**config.mk**
```make
export PLATFORM = sky130hd
export DESIGN_NAME = fifo_sync_cntr_top
export DESIGN_NICKNAME = d
export VERILOG_FILES = /design/src/hw/fifo_cntr_pkg.sv /design/src/hw/ring_addr_counter.sv /design/src/hw/fifo_ctrl.sv /design/src/hw/fifo_level_flags.sv /design/src/hw/fifo_sync_cntr_top.sv
export SDC_FILE = /design/constraint.sdc
export NUM_CORES = 1
export LEC_CHECK = 0
export ABC_AREA = 1
export BUFFER_PORTS_ARGS = -buffer_cell sky130_fd_sc_hd__clkbuf_2
export CORE_MARGIN = 1
export CORE_UTILIZATION = 50
export CTS_BUF_LIST = sky130_fd_sc_hd__clkbuf_4 sky130_fd_sc_hd__clkbuf_8 sky130_fd_sc_hd__clkbuf_16
export CTS_CLUSTER_DIAMETER = 30
export CTS_CLUSTER_SIZE = 10
export DETAILED_ROUTE_END_ITERATION = 7
export GPL_ROUTABILITY_DRIVEN = 0
export GPL_TIMING_DRIVEN = 0
export PLACE_DENSITY_LB_ADDON = 0.3
export SLEW_MARGIN = 25
export SYNTH_ARGS = -nofsm -noshare
export SYNTH_HDL_FRONTEND = slang
export SYNTH_SLANG_ARGS = --single-unit
```
**constraint.sdc**
```tcl
create_clock -name pos_clk -period 2.61 [get_ports pos_clk]
set_input_delay 0.1305 -clock pos_clk [delete_from_list [all_inputs] [get_ports pos_clk]]
set_output_delay 0.1305 -clock pos_clk [all_outputs]
set_load 0.03 [all_outputs]
```
**src/hw/fifo_cntr_pkg.sv**
```systemverilog
`default_nettype none

/* sizing for the synchronous FIFO controller. The depth need not be a power of two.
   The thresholds are fixed here, and AFULL_VAL and AEMPTY_VAL must lie inside 0..FIFO_DEPTH */

package fifo_cntr_pkg;

   // --------------------
   // depth and widths
   // --------------------
   localparam int unsigned FIFO_DEPTH = 12;   // memory entries

   // address covers 0 .. FIFO_DEPTH-1
   localparam int unsigned ADDR_W = $clog2(FIFO_DEPTH);

   // level must hold FIFO_DEPTH itself, hence the +1
   localparam int unsigned LVL_W = $clog2(FIFO_DEPTH + 1);

   // --------------------
   // flag thresholds
   // --------------------
   // afull when level >= AFULL_VAL
   localparam int unsigned AFULL_VAL = 10;

   // aempty when level <= AEMPTY_VAL
   localparam int unsigned AEMPTY_VAL = 2;

   // --------------------
   // types
   // --------------------
   // memory address, wraps at FIFO_DEPTH
   typedef logic [ADDR_W-1:0] addr_t;

   // occupancy, 0 .. FIFO_DEPTH
   typedef logic [LVL_W-1:0] lvl_t;

endpackage : fifo_cntr_pkg

`default_nettype wire

```
**src/hw/ring_addr_counter.sv**
```systemverilog
`timescale 1ns/1ps
`default_nettype none

/* wrapping memory address. It steps once per advance_i and goes from FIFO_DEPTH-1 back to 0.
   The new address shows after the accepting edge */

module ring_addr_counter (
   input  logic                  pos_clk,     // fifo clock
   input  logic                  aresetn,     // async reset, active low
   input  logic                  advance_i,   // accepted request
   output fifo_cntr_pkg::addr_t  addr_o       // current memory address
);

   import fifo_cntr_pkg::*;

   // last valid address before the wrap
   localparam addr_t ADDR_LAST = addr_t'(FIFO_DEPTH - 1);

   // --------------------
   // address register
   // --------------------
   always_ff @(posedge pos_clk or negedge aresetn) begin
      if (!aresetn) begin
         addr_o <= '0;
      end else if (advance_i) begin
         if (addr_o == ADDR_LAST) begin
            addr_o <= '0;               // non power of two wrap
         end else begin
            addr_o <= addr_o + 1'b1;
         end
      end
   end

   // --------------------
   // checks
   // --------------------
   // addresses above the depth would hit memory that is not there
   property p_addr_in_range;
      @(posedge pos_clk) disable iff (!aresetn)
         addr_o < addr_t'(FIFO_DEPTH);
   endproperty
   a_addr_in_range : assert property (p_addr_in_range)
      else $error("address %0d beyond depth", addr_o);

endmodule : ring_addr_counter

`default_nettype wire

```
**src/hw/fifo_ctrl.sv**
```systemverilog
`timescale 1ns/1ps
`default_nettype none

/* request gating and status pulses. full_i and empty_i are the registered flags.
   A refused request is dropped. It only raises overflow or underflow for one cycle */

module fifo_ctrl (
   input  logic pos_clk,       // fifo clock
   input  logic aresetn,       // async reset, active low
   input  logic wr_en_i,       // write request, level
   input  logic rd_en_i,       // read request, level
   input  logic full_i,        // registered full flag
   input  logic empty_i,       // registered empty flag
   output logic wr_ok_o,       // accepted write, same cycle
   output logic rd_ok_o,       // accepted read, same cycle
   output logic wack_o,        // write ack, one cycle late
   output logic dvld_o,        // read data valid, one cycle late
   output logic overflow_o,    // write refused while full
   output logic underflow_o    // read refused while empty
);

   // --------------------
   // request gating
   // --------------------
   // purely combinational, goes straight to the memory enables
   assign wr_ok_o = wr_en_i & ~full_i;
   assign rd_ok_o = rd_en_i & ~empty_i;

   // --------------------
   // status pulses
   // --------------------
   // each pulse follows its request cycle by one edge
   always_ff @(posedge pos_clk or negedge aresetn) begin
      if (!aresetn) begin
         wack_o      <= 1'b0;
         dvld_o      <= 1'b0;
         overflow_o  <= 1'b0;
         underflow_o <= 1'b0;
      end else begin
         wack_o      <= wr_ok_o;              // write landed in memory
         dvld_o      <= rd_ok_o;              // read data valid now
         overflow_o  <= wr_en_i & full_i;     // write dropped
         underflow_o <= rd_en_i & empty_i;    // read dropped
      end
   end

   // --------------------
   // checks
   // --------------------
   // the memory must never see a write into a full FIFO
   property p_no_wr_when_full;
      @(posedge pos_clk) disable iff (!aresetn)
         full_i |-> !wr_ok_o;
   endproperty
   a_no_wr_when_full : assert property (p_no_wr_when_full)
      else $error("memory write enabled while full");

   // and never a read from an empty one
   property p_no_rd_when_empty;
      @(posedge pos_clk) disable iff (!aresetn)
         empty_i |-> !rd_ok_o;
   endproperty
   a_no_rd_when_empty : assert property (p_no_rd_when_empty)
      else $error("memory read enabled while empty");

   // a write cycle is either acked or flagged, never both
   property p_wack_excl_ovf;
      @(posedge pos_clk) disable iff (!aresetn)
         !(wack_o && overflow_o);
   endproperty
   a_wack_excl_ovf : assert property (p_wack_excl_ovf)
      else $error("wack and overflow high together");

endmodule : fifo_ctrl

`default_nettype wire

```
**src/hw/fifo_level_flags.sv**
```systemverilog
`timescale 1ns/1ps
`default_nettype none

/* occupancy counter and registered status flags. The flags come from the next level,
   so they change on the same edge as level_o. The inputs must already be gated */

module fifo_level_flags (
   input  logic                 pos_clk,    // fifo clock
   input  logic                 aresetn,    // async reset, active low
   input  logic                 wr_ok_i,    // accepted write
   input  logic                 rd_ok_i,    // accepted read
   output fifo_cntr_pkg::lvl_t  level_o,    // entries in memory
   output logic                 full_o,
   output logic                 afull_o,
   output logic                 empty_o,
   output logic                 aempty_o
);

   import fifo_cntr_pkg::*;

   // thresholds cast once to the level width
   localparam lvl_t LVL_FULL   = lvl_t'(FIFO_DEPTH);
   localparam lvl_t LVL_AFULL  = lvl_t'(AFULL_VAL);
   localparam lvl_t LVL_AEMPTY = lvl_t'(AEMPTY_VAL);

   lvl_t lvl_nxt;        // level after this edge
   logic full_nxt;
   logic afull_nxt;
   logic empty_nxt;
   logic aempty_nxt;

   // --------------------
   // next level
   // --------------------
   // gating upstream keeps this inside 0..FIFO_DEPTH
   always_comb begin
      unique case ({wr_ok_i, rd_ok_i})
         2'b10:   lvl_nxt = level_o + 1'b1;   // write only
         2'b01:   lvl_nxt = level_o - 1'b1;   // read only
         default: lvl_nxt = level_o;          // idle, or write and read together
      endcase
   end

   // --------------------
   // next flags
   // --------------------
   // all four are decoded from lvl_nxt and not from the registered level.
   // Otherwise the flags would trail the count by a cycle
   always_comb begin
      full_nxt   = (lvl_nxt == LVL_FULL);
      empty_nxt  = (lvl_nxt == '0);
      afull_nxt  = (lvl_nxt >= LVL_AFULL);    // inclusive
      aempty_nxt = (lvl_nxt <= LVL_AEMPTY);   // inclusive
   end

   // --------------------
   // level register
   // --------------------
   always_ff @(posedge pos_clk or negedge aresetn) begin
      if (!aresetn) begin
         level_o <= '0;
      end else begin
         level_o <= lvl_nxt;
      end
   end

   // --------------------
   // flag registers
   // --------------------
   // reset state is an empty fifo
   always_ff @(posedge pos_clk or negedge aresetn) begin
      if (!aresetn) begin
         full_o   <= 1'b0;
         afull_o  <= 1'b0;
         empty_o  <= 1'b1;
         aempty_o <= 1'b1;
      end else begin
         full_o   <= full_nxt;
         afull_o  <= afull_nxt;
         empty_o  <= empty_nxt;
         aempty_o <= aempty_nxt;
      end
   end

   // --------------------
   // checks
   // --------------------
   // an ungated write at full would push the count past the depth
   property p_level_in_range;
      @(posedge pos_clk) disable iff (!aresetn)
         level_o <= LVL_FULL;
   endproperty
   a_level_in_range : assert property (p_level_in_range)
      else $error("level %0d beyond depth", level_o);

   // flags are mutually exclusive for any nonzero depth
   property p_full_excl_empty;
      @(posedge pos_clk) disable iff (!aresetn)
         !(full_o && empty_o);
   endproperty
   a_full_excl_empty : assert property (p_full_excl_empty)
      else $error("full and empty high together");

endmodule : fifo_level_flags

`default_nettype wire

```
**src/hw/fifo_sync_cntr_top.sv**
```systemverilog
`timescale 1ns/1ps
`default_nettype none

/* synchronous FIFO controller for an external memory, single clock.
   mem_we_o and mem_re_o are combinational from the requests and the registered flags */

module fifo_sync_cntr_top (
   input  logic                  pos_clk,       // fifo clock
   input  logic                  aresetn,       // async reset, active low
   input  logic                  wr_en_i,       // write request
   input  logic                  rd_en_i,       // read request
   output logic                  full_o,
   output logic                  afull_o,
   output logic                  empty_o,
   output logic                  aempty_o,
   output fifo_cntr_pkg::lvl_t   level_o,       // occupancy
   output logic                  wack_o,
   output logic                  dvld_o,
   output logic                  overflow_o,
   output logic                  underflow_o,
   output fifo_cntr_pkg::addr_t  mem_waddr_o,   // memory write address
   output fifo_cntr_pkg::addr_t  mem_raddr_o,   // memory read address
   output logic                  mem_we_o,      // memory write enable
   output logic                  mem_re_o       // memory read enable
);

   logic wr_ok;    // gated write
   logic rd_ok;    // gated read
   logic full;     // fed back to the gating
   logic empty;

   // --------------------
   // exports
   // --------------------
   assign mem_we_o = wr_ok;
   assign mem_re_o = rd_ok;
   assign full_o   = full;
   assign empty_o  = empty;

   // --------------------
   // request gating
   // --------------------
   fifo_ctrl u_ctrl (
      .pos_clk     (pos_clk),
      .aresetn     (aresetn),
      .wr_en_i     (wr_en_i),
      .rd_en_i     (rd_en_i),
      .full_i      (full),
      .empty_i     (empty),
      .wr_ok_o     (wr_ok),
      .rd_ok_o     (rd_ok),
      .wack_o      (wack_o),
      .dvld_o      (dvld_o),
      .overflow_o  (overflow_o),
      .underflow_o (underflow_o)
   );

   // --------------------
   // address counters
   // --------------------
   ring_addr_counter u_waddr (
      .pos_clk   (pos_clk),
      .aresetn   (aresetn),
      .advance_i (wr_ok),
      .addr_o    (mem_waddr_o)
   );

   ring_addr_counter u_raddr (
      .pos_clk   (pos_clk),
      .aresetn   (aresetn),
      .advance_i (rd_ok),
      .addr_o    (mem_raddr_o)
   );

   // level and flags, one edge after the accept
   fifo_level_flags u_lvl (
      .pos_clk  (pos_clk),
      .aresetn  (aresetn),
      .wr_ok_i  (wr_ok),
      .rd_ok_i  (rd_ok),
      .level_o  (level_o),
      .full_o   (full),
      .afull_o  (afull_o),
      .empty_o  (empty),
      .aempty_o (aempty_o)
   );

endmodule : fifo_sync_cntr_top

`default_nettype wire

```
==> results of run 1 <==
[synthesized netlist by cell type, drive strengths merged]
cell type / instances
a21boi: 1
a21o: 1
a21oi: 8
dfrtp: 18
dfstp: 2
ha: 5
inv: 19
nand2: 23
nand3: 13
nand4: 2
nor2: 10
o21ai: 4
o32ai: 1
or2: 2
xnor2: 2
[power groups by stage]
stage	Sequential [W]	Combinational, W	Clock, W
final	0.000580	0.00102	0.000157
after global routing	0.000598	0.00114	0.000180
after CTS	0.000581	0.00103	0.000165
after detailed placement	0.000587	0.00103	0
after global placement	0.000578	0.00100	0
after floorplan	0.000820	0.000540	0
[through the flow]
stage | power (W) | instances
floorplan | 0.00136 | 111
CTS | 0.00178 | 166
global placement | 0.00158 | 161
finish | 0.00176 | 166
global route | 0.00192 | 166
detailed placement | 0.00161 | 161
[path summary, 6_finish.rpt]
check / end / slack [ns] / cells after the start
min in group asynchronous: u_waddr.addr_o[3]$_DFFE_PN0P_ / 0.31 / 2
max reg2reg: u_lvl.empty_o$_DFF_PN1_ / 0.29 / 13
min: u_ctrl.overflow_o$_DFF_PN0_ / 0.03 / 3
max: u_lvl.empty_o$_DFF_PN1_ / 0.29 / 13
max in group asynchronous: u_lvl.aempty_o$_DFF_PN1_ / 1.95 / 2
min reg2reg: u_ctrl.underflow_o$_DFF_PN0_ / 0.51 / 2
[cells by family (layout without fill, tap and decap cells)]
logic type,Yosys count,after routing,share of synthesized area
adders and majority gates,5,5,0.0627
xor gates and xnor gates,2,2,0.0176
and+or+nand+nor,50,50,0.252
buffers and inverters,19,49,0.0715
DFF,20,20,0.504
AOI/OAI and AO/OA,15,15,0.0916
[worst min-delay path, delay by kind of cell]
kind	cells	cell delay [ns]
buf+inv	2	0.12
simple gates	1	0.05
[layer usage]
metal | routed length (um) | vias up | global-route usage
met4 | 25 | 0 | 0.0686
li1 | - | 419 | -
met3 | 65 | 5 | 0.0706
met2 | 908 | 15 | 0.331
met5 | 0 | - | 0
met1 | 776 | 368 | 0.207
[state kept, by name (all words and copies together), names as in the netlist]
register and flops:
u_lvl.afull_o 1, u_ctrl.underflow_o 1, u_lvl.full_o 1, u_raddr.addr_o 4, u_waddr.addr_o 4, u_lvl.empty_o 1, u_ctrl.overflow_o 1, u_lvl.aempty_o 1
u_ctrl.dvld_o 1, u_ctrl.wack_o 1, u_lvl.level_o 4
[cell type report]
cell class	instances	area, um2
Timing Repair Buffer	26	135
Clock buffer	4	30.0
Multi-Input combinational cell	72	423
Inverter	19	71.3
Sequential cell	20	503
Fill cell	157	608
Tap cell	25	31.3
[cell usage in the layout (no fill, tap or decap)]
cell	n
clkbuf_4	4
a21o_1	1
nand3_1	10
a21oi_1	8
nand4_1	2
dlygate4sd3_1	1
inv_2	3
nor2_2	2
a21boi_0	1
nand3_2	3
xnor2_1	2
o21ai_2	2
dfstp_2	2
o21ai_0	2
ha_1	5
dfrtp_1	18
o32ai_1	1
or2_2	1
nand2_1	19
nor2_4	1
nand2_2	4
or2_1	1
clkbuf_2	25
inv_1	16
nor2_1	7
==> impl_metrics.tcl, run 1 <==
set metrics [dict create \
    cts_tree "yes" \
    grt_pass1_vias 728 \
    vdd_ir_drop_max_v 0.000754 \
    fmax_mhz 431 \
    fp.dieW_um 46.7 \
    finalInstanceArea_mm2 0.00119 \
    crit_family "simple AND/OR/NAND/NOR gates" \
    crit_start "u_lvl.empty_o$_DFF_PN1_" \
    cts-resized-gates 0 \
    yosysUniqueCellTypes 22 \
    io_pins 26 \
    yosysTopAreaCell "dfrtp_1" \
    tns_ns 0 \
    crit_path_max_fanout 9 \
    synthCells 111 \
    clk_path_buf_depth 2 \
    drv_cap 0 \
    clk_pin_slew_worst_paths_ns 0.10 \
    port-buffer-count 25 \
    power.share.clock 0.089 \
    htreeDepth 1 \
    synth.top_cells.by_area "dfrtp_1 45%, nand2_1 7.2%, ha_1 6.3%" \
    seqPwrFrac 0.329 \
    via_count 807 \
    startpoint_type "flip-flop" \
    critPathBufInv 2 \
    fin_skew_ns 0.00198 \
    drt-total-wl_um 1780 \
    final_hold_viol_count 0 \
    coreArea_mm2 0.00180 \
    powerDensity_mw_per_mm2 1480 \
    cts_buffers 3 \
    synth.yosys.warnings 0 \
    leakage_nw 0.652 \
    end_kind "flip-flop" \
    timing.rr.start "u_lvl.empty_o$_DFF_PN1_" \
    cts.sinks 20 \
    slew_viol_final 0 \
    grt_use_total 0.189 \
    ant_nets 0 \
    dr.pass1.iters 4 \
    setup_viol 0 \
    period_share 0.888 \
    antenna_found_initial 0 \
    crit_chain "nor2_1, ha_1, nand2_1, inv_2, nor2_4, ha_1, a21oi_1, nand3_1, nand3_1, nand2_2, inv_1, nand3_2, nor2_1" \
    seq_area_frac_synth 0.504 \
    rows 15 \
    finish.utilization 0.663 \
    timing.final.ws_setup_ns 0.292 \
    diodes 0 \
    slowest_stage "nor2_1" \
    rsz0062_at_grt "no" \
    crit_required_ns 2.85 \
    pwr-share-comb 0.581 \
    period_minus_slack_ns 2.32 \
    netlist_area_um2 997 \
    via_per_inst 4.86 \
    worstPathArrival_ns 2.55 \
    clk_latency_ns 0.30 \
    routedWlPerCell_um 10.7 \
    fin_nets 151 \
    area_delta_synth_final_pct 19.7 \
    drive_gt1_frac 0.333 \
    die_h_um 46.7 \
    slowest_delay_ns 0.43 \
    path_class "flip-flop to flip-flop" \
    initial_core_util 0.553 \
    switching_share 0.516 \
    grt_pass1_wl_um 2850 \
    synth_top_area_share 0.452 \
    dp_slack_ns 0.326 \
    synth-seq-cells 20 \
    power.switching_w 0.000908 \
    cts_root_buffer "clkbuf_4" \
    grt_max_degree 21 \
    p_int_w 0.000852 \
    max_slew_margin 0.640 \
    hold_buffers 1 \
    dieArea_mm2 0.00218 \
    drtIter0Drc 8 \
    run_status "completed" \
    syn_area_per_cell_um2 8.98 \
    synth_fp_nets 120 \
    hold_class "input pin to flip-flop" \
    placed_area_mm2 0.00115 \
    grt-ovfl-total 0 \
    max_slew.worst_pin.slew_ns 0.538 \
    finalHoldWorstSlack_ns 0.0258 \
    hp-start "wr_en_i" \
    hpwl_um 1370 \
    postCtsSetupBuffers 0 \
    drc 0 \
]
(Power assumes the default switching activity.)
==> inputs of run 2 (changes only) <==
--- a/config.mk
+++ b/config.mk
@@ -15,7 +15,7 @@
 export DETAILED_ROUTE_END_ITERATION = 7
 export GPL_ROUTABILITY_DRIVEN = 0
 export GPL_TIMING_DRIVEN = 0
-export PLACE_DENSITY_LB_ADDON = 0.3
+export PLACE_DENSITY = 0.76
 export SLEW_MARGIN = 25
 export SYNTH_ARGS = -nofsm -noshare
 export SYNTH_HDL_FRONTEND = slang
==> constraint.sdc (replaced) <==
create_clock -name pos_clk -period 2.61 [get_ports pos_clk]
set_input_delay 0.261 -clock pos_clk [delete_from_list [all_inputs] [get_ports pos_clk]]
set_output_delay 0.261 -clock pos_clk [all_outputs]
set_load 0.03 [all_outputs]
==> run 2 against run 1 <==
Compared with the run above:
- flip-flop and latch count did not move
- highest routed layer unchanged
- power rose by 5.3%
- via count rose by 2.2%
- wire length rose by 0.11%
- sequential share of layout area fell by 0.78 points
==> impl_metrics.tcl, run 2 (synthesis results as in run 1) <==
set metrics [dict create \
    setup_viol 0 \
    fin_nets 151 \
    seqPwrFrac 0.312 \
    dp_slack_ns 0.252 \
    powerDensity_mw_per_mm2 1530 \
    slew_viol_final 0 \
    path_class "flip-flop to flip-flop" \
    switching_share 0.494 \
    vdd_ir_drop_max_v 0.000840 \
    routedWlPerCell_um 10.7 \
    die_h_um 46.7 \
    crit_path_max_fanout 9 \
    worstPathArrival_ns 2.63 \
    grt_pass1_vias 715 \
    fmax_mhz 418 \
    grt_max_degree 21 \
    clk_pin_slew_worst_paths_ns 0.12 \
    drt-total-wl_um 1780 \
    cts_root_buffer "clkbuf_4" \
    max_slew.worst_pin.slew_ns 0.590 \
    io_pins 26 \
    grt-ovfl-total 0 \
    max_slew_margin 0.605 \
    htreeDepth 1 \
    slowest_delay_ns 0.47 \
    timing.final.ws_setup_ns 0.219 \
    pwr-share-comb 0.555 \
    coreArea_mm2 0.00180 \
    hold_buffers 1 \
    power.switching_w 0.000917 \
    dr.pass1.iters 4 \
    initial_core_util 0.553 \
    rows 15 \
    cts-resized-gates 0 \
    hold_class "input pin to flip-flop" \
    crit_required_ns 2.85 \
    area_delta_synth_final_pct 22.0 \
    ant_nets 0 \
    fin_skew_ns 0.00920 \
    layout_commonest_cell "clkbuf_2" \
    rsz0062_at_grt "no" \
    drtIter0Drc 15 \
    end_kind "flip-flop" \
    p_int_w 0.000938 \
    drive_gt1_frac 0.333 \
    grt_pass1_wl_um 2780 \
    cts.sinks 20 \
    clk_path_buf_depth 2 \
    final_hold_viol_count 0 \
    startpoint_type "flip-flop" \
    largestRegisters "u_lvl.level_o: 4 flops, u_raddr.addr_o: 4 flops, u_waddr.addr_o: 4 flops" \
    fp.dieW_um 46.7 \
    drc 0 \
    cts_buffers 3 \
    power.share.clock 0.133 \
    leakage_nw 0.662 \
    antenna_found_initial 0 \
    diodes 0 \
    dieArea_mm2 0.00218 \
    port-buffer-count 25 \
    final_cell_mix "25 x clkbuf_2, 19 x nand2_1, 18 x dfrtp_1" \
    via_count 825 \
    cts_tree "yes" \
    run_status "completed" \
    period_share 0.916 \
    drv_cap 0 \
    slowest_stage "nor2_1" \
    tns_ns 0 \
    clk_latency_ns 0.29 \
    period_minus_slack_ns 2.39 \
    grt_use_total 0.177 \
    crit_chain "nor2_1, ha_1, nand2_1, inv_2, nor2_4, ha_1, a21oi_1, nand3_1, nand3_1, nand2_2, inv_1, nand3_2, nor2_1" \
    postCtsSetupBuffers 0 \
    via_per_inst 4.97 \
    hpwl_um 1380 \
]
[run 2: cell count changes in the layout (fill, tap and decap cells not counted)]
cell       delta
clkbuf_4      -1
bufinv_16     +1
[run 2: cell type report]
cell class / instances / area, um2
fillers: 167 / 586
flip-flops and latches: 20 / 503
multi-input cells: 72 / 423
repair buffers: 26 / 135
inverters: 19 / 71.3
well taps: 25 / 31.3
clock inverters: 1 / 30.0
clock buffers: 3 / 22.5
[run 2: through the flow]
stage,utilization,hold WS (ns),cell area [um2],power (W),cells
2_1_floorplan,-,-0.0346,997,0.00136,111
3_3_place_gp,0.640,0.235,1150,0.00158,161
3_5_place_dp,0.640,0.244,1150,0.00162,161
4_1_cts,0.675,0.148,1220,0.00187,166
6_report,0.675,0.154,1220,0.00186,166
5_1_grt,0.675,0.159,1220,0.00200,166
[run 2: worst max-delay path, delay by kind of cell, from the launching register on]
| family | cells | cell delay [ns] |
|---|---|---|
| adders and majority gates | 2 | 0.58 |
| and+or+nand+nor | 8 | 1.04 |
| DFF | 1 | 0.40 |
| AOI/OAI and AO/OA | 1 | 0.13 |
| buffers and inverters | 2 | 0.17 |
[run 2: path summary, 6_finish.rpt]
| check | slack [ns] | cells after the start | endpoint | start |
|---|---|---|---|---|
| max in group asynchronous | 1.81 | 2 | u_lvl.aempty_o$_DFF_PN1_ | aresetn |
| worst min register to register | 0.51 | 2 | u_ctrl.underflow_o$_DFF_PN0_ | u_lvl.empty_o$_DFF_PN1_ |
| worst min-delay path | 0.15 | 3 | u_ctrl.underflow_o$_DFF_PN0_ | rd_en_i |
| worst max-delay path | 0.22 | 13 | u_lvl.aempty_o$_DFF_PN1_ | u_lvl.empty_o$_DFF_PN1_ |
| worst max register to register | 0.22 | 13 | u_lvl.aempty_o$_DFF_PN1_ | u_lvl.empty_o$_DFF_PN1_ |
| min in group asynchronous | 0.45 | 2 | u_ctrl.wack_o$_DFF_PN0_ | aresetn |
[run 2: power groups by stage]
stage | Clock (W) | Combinational (W) | Sequential [W]
after floorplan | 0 | 0.000540 | 0.000820
after global placement | 0 | 0.00101 | 0.000578
after detailed placement | 0 | 0.00103 | 0.000587
after CTS | 0.000256 | 0.00104 | 0.000580
after global routing | 0.000270 | 0.00113 | 0.000595
final | 0.000248 | 0.00103 | 0.000578
[run 2: layer usage]
| metal | vias to the layer above | track usage | share of wire | routed length (um) |
|---|---|---|---|---|
| met5 | - | 0 | 0 | 0 |
| met4 | 0 | 0.0343 | 0.0034 | 6 |
| met3 | 2 | 0.0392 | 0.053 | 94 |
| met2 | 25 | 0.322 | 0.49 | 869 |
| met1 | 383 | 0.211 | 0.45 | 807 |
| li1 | 415 | - | - | - |
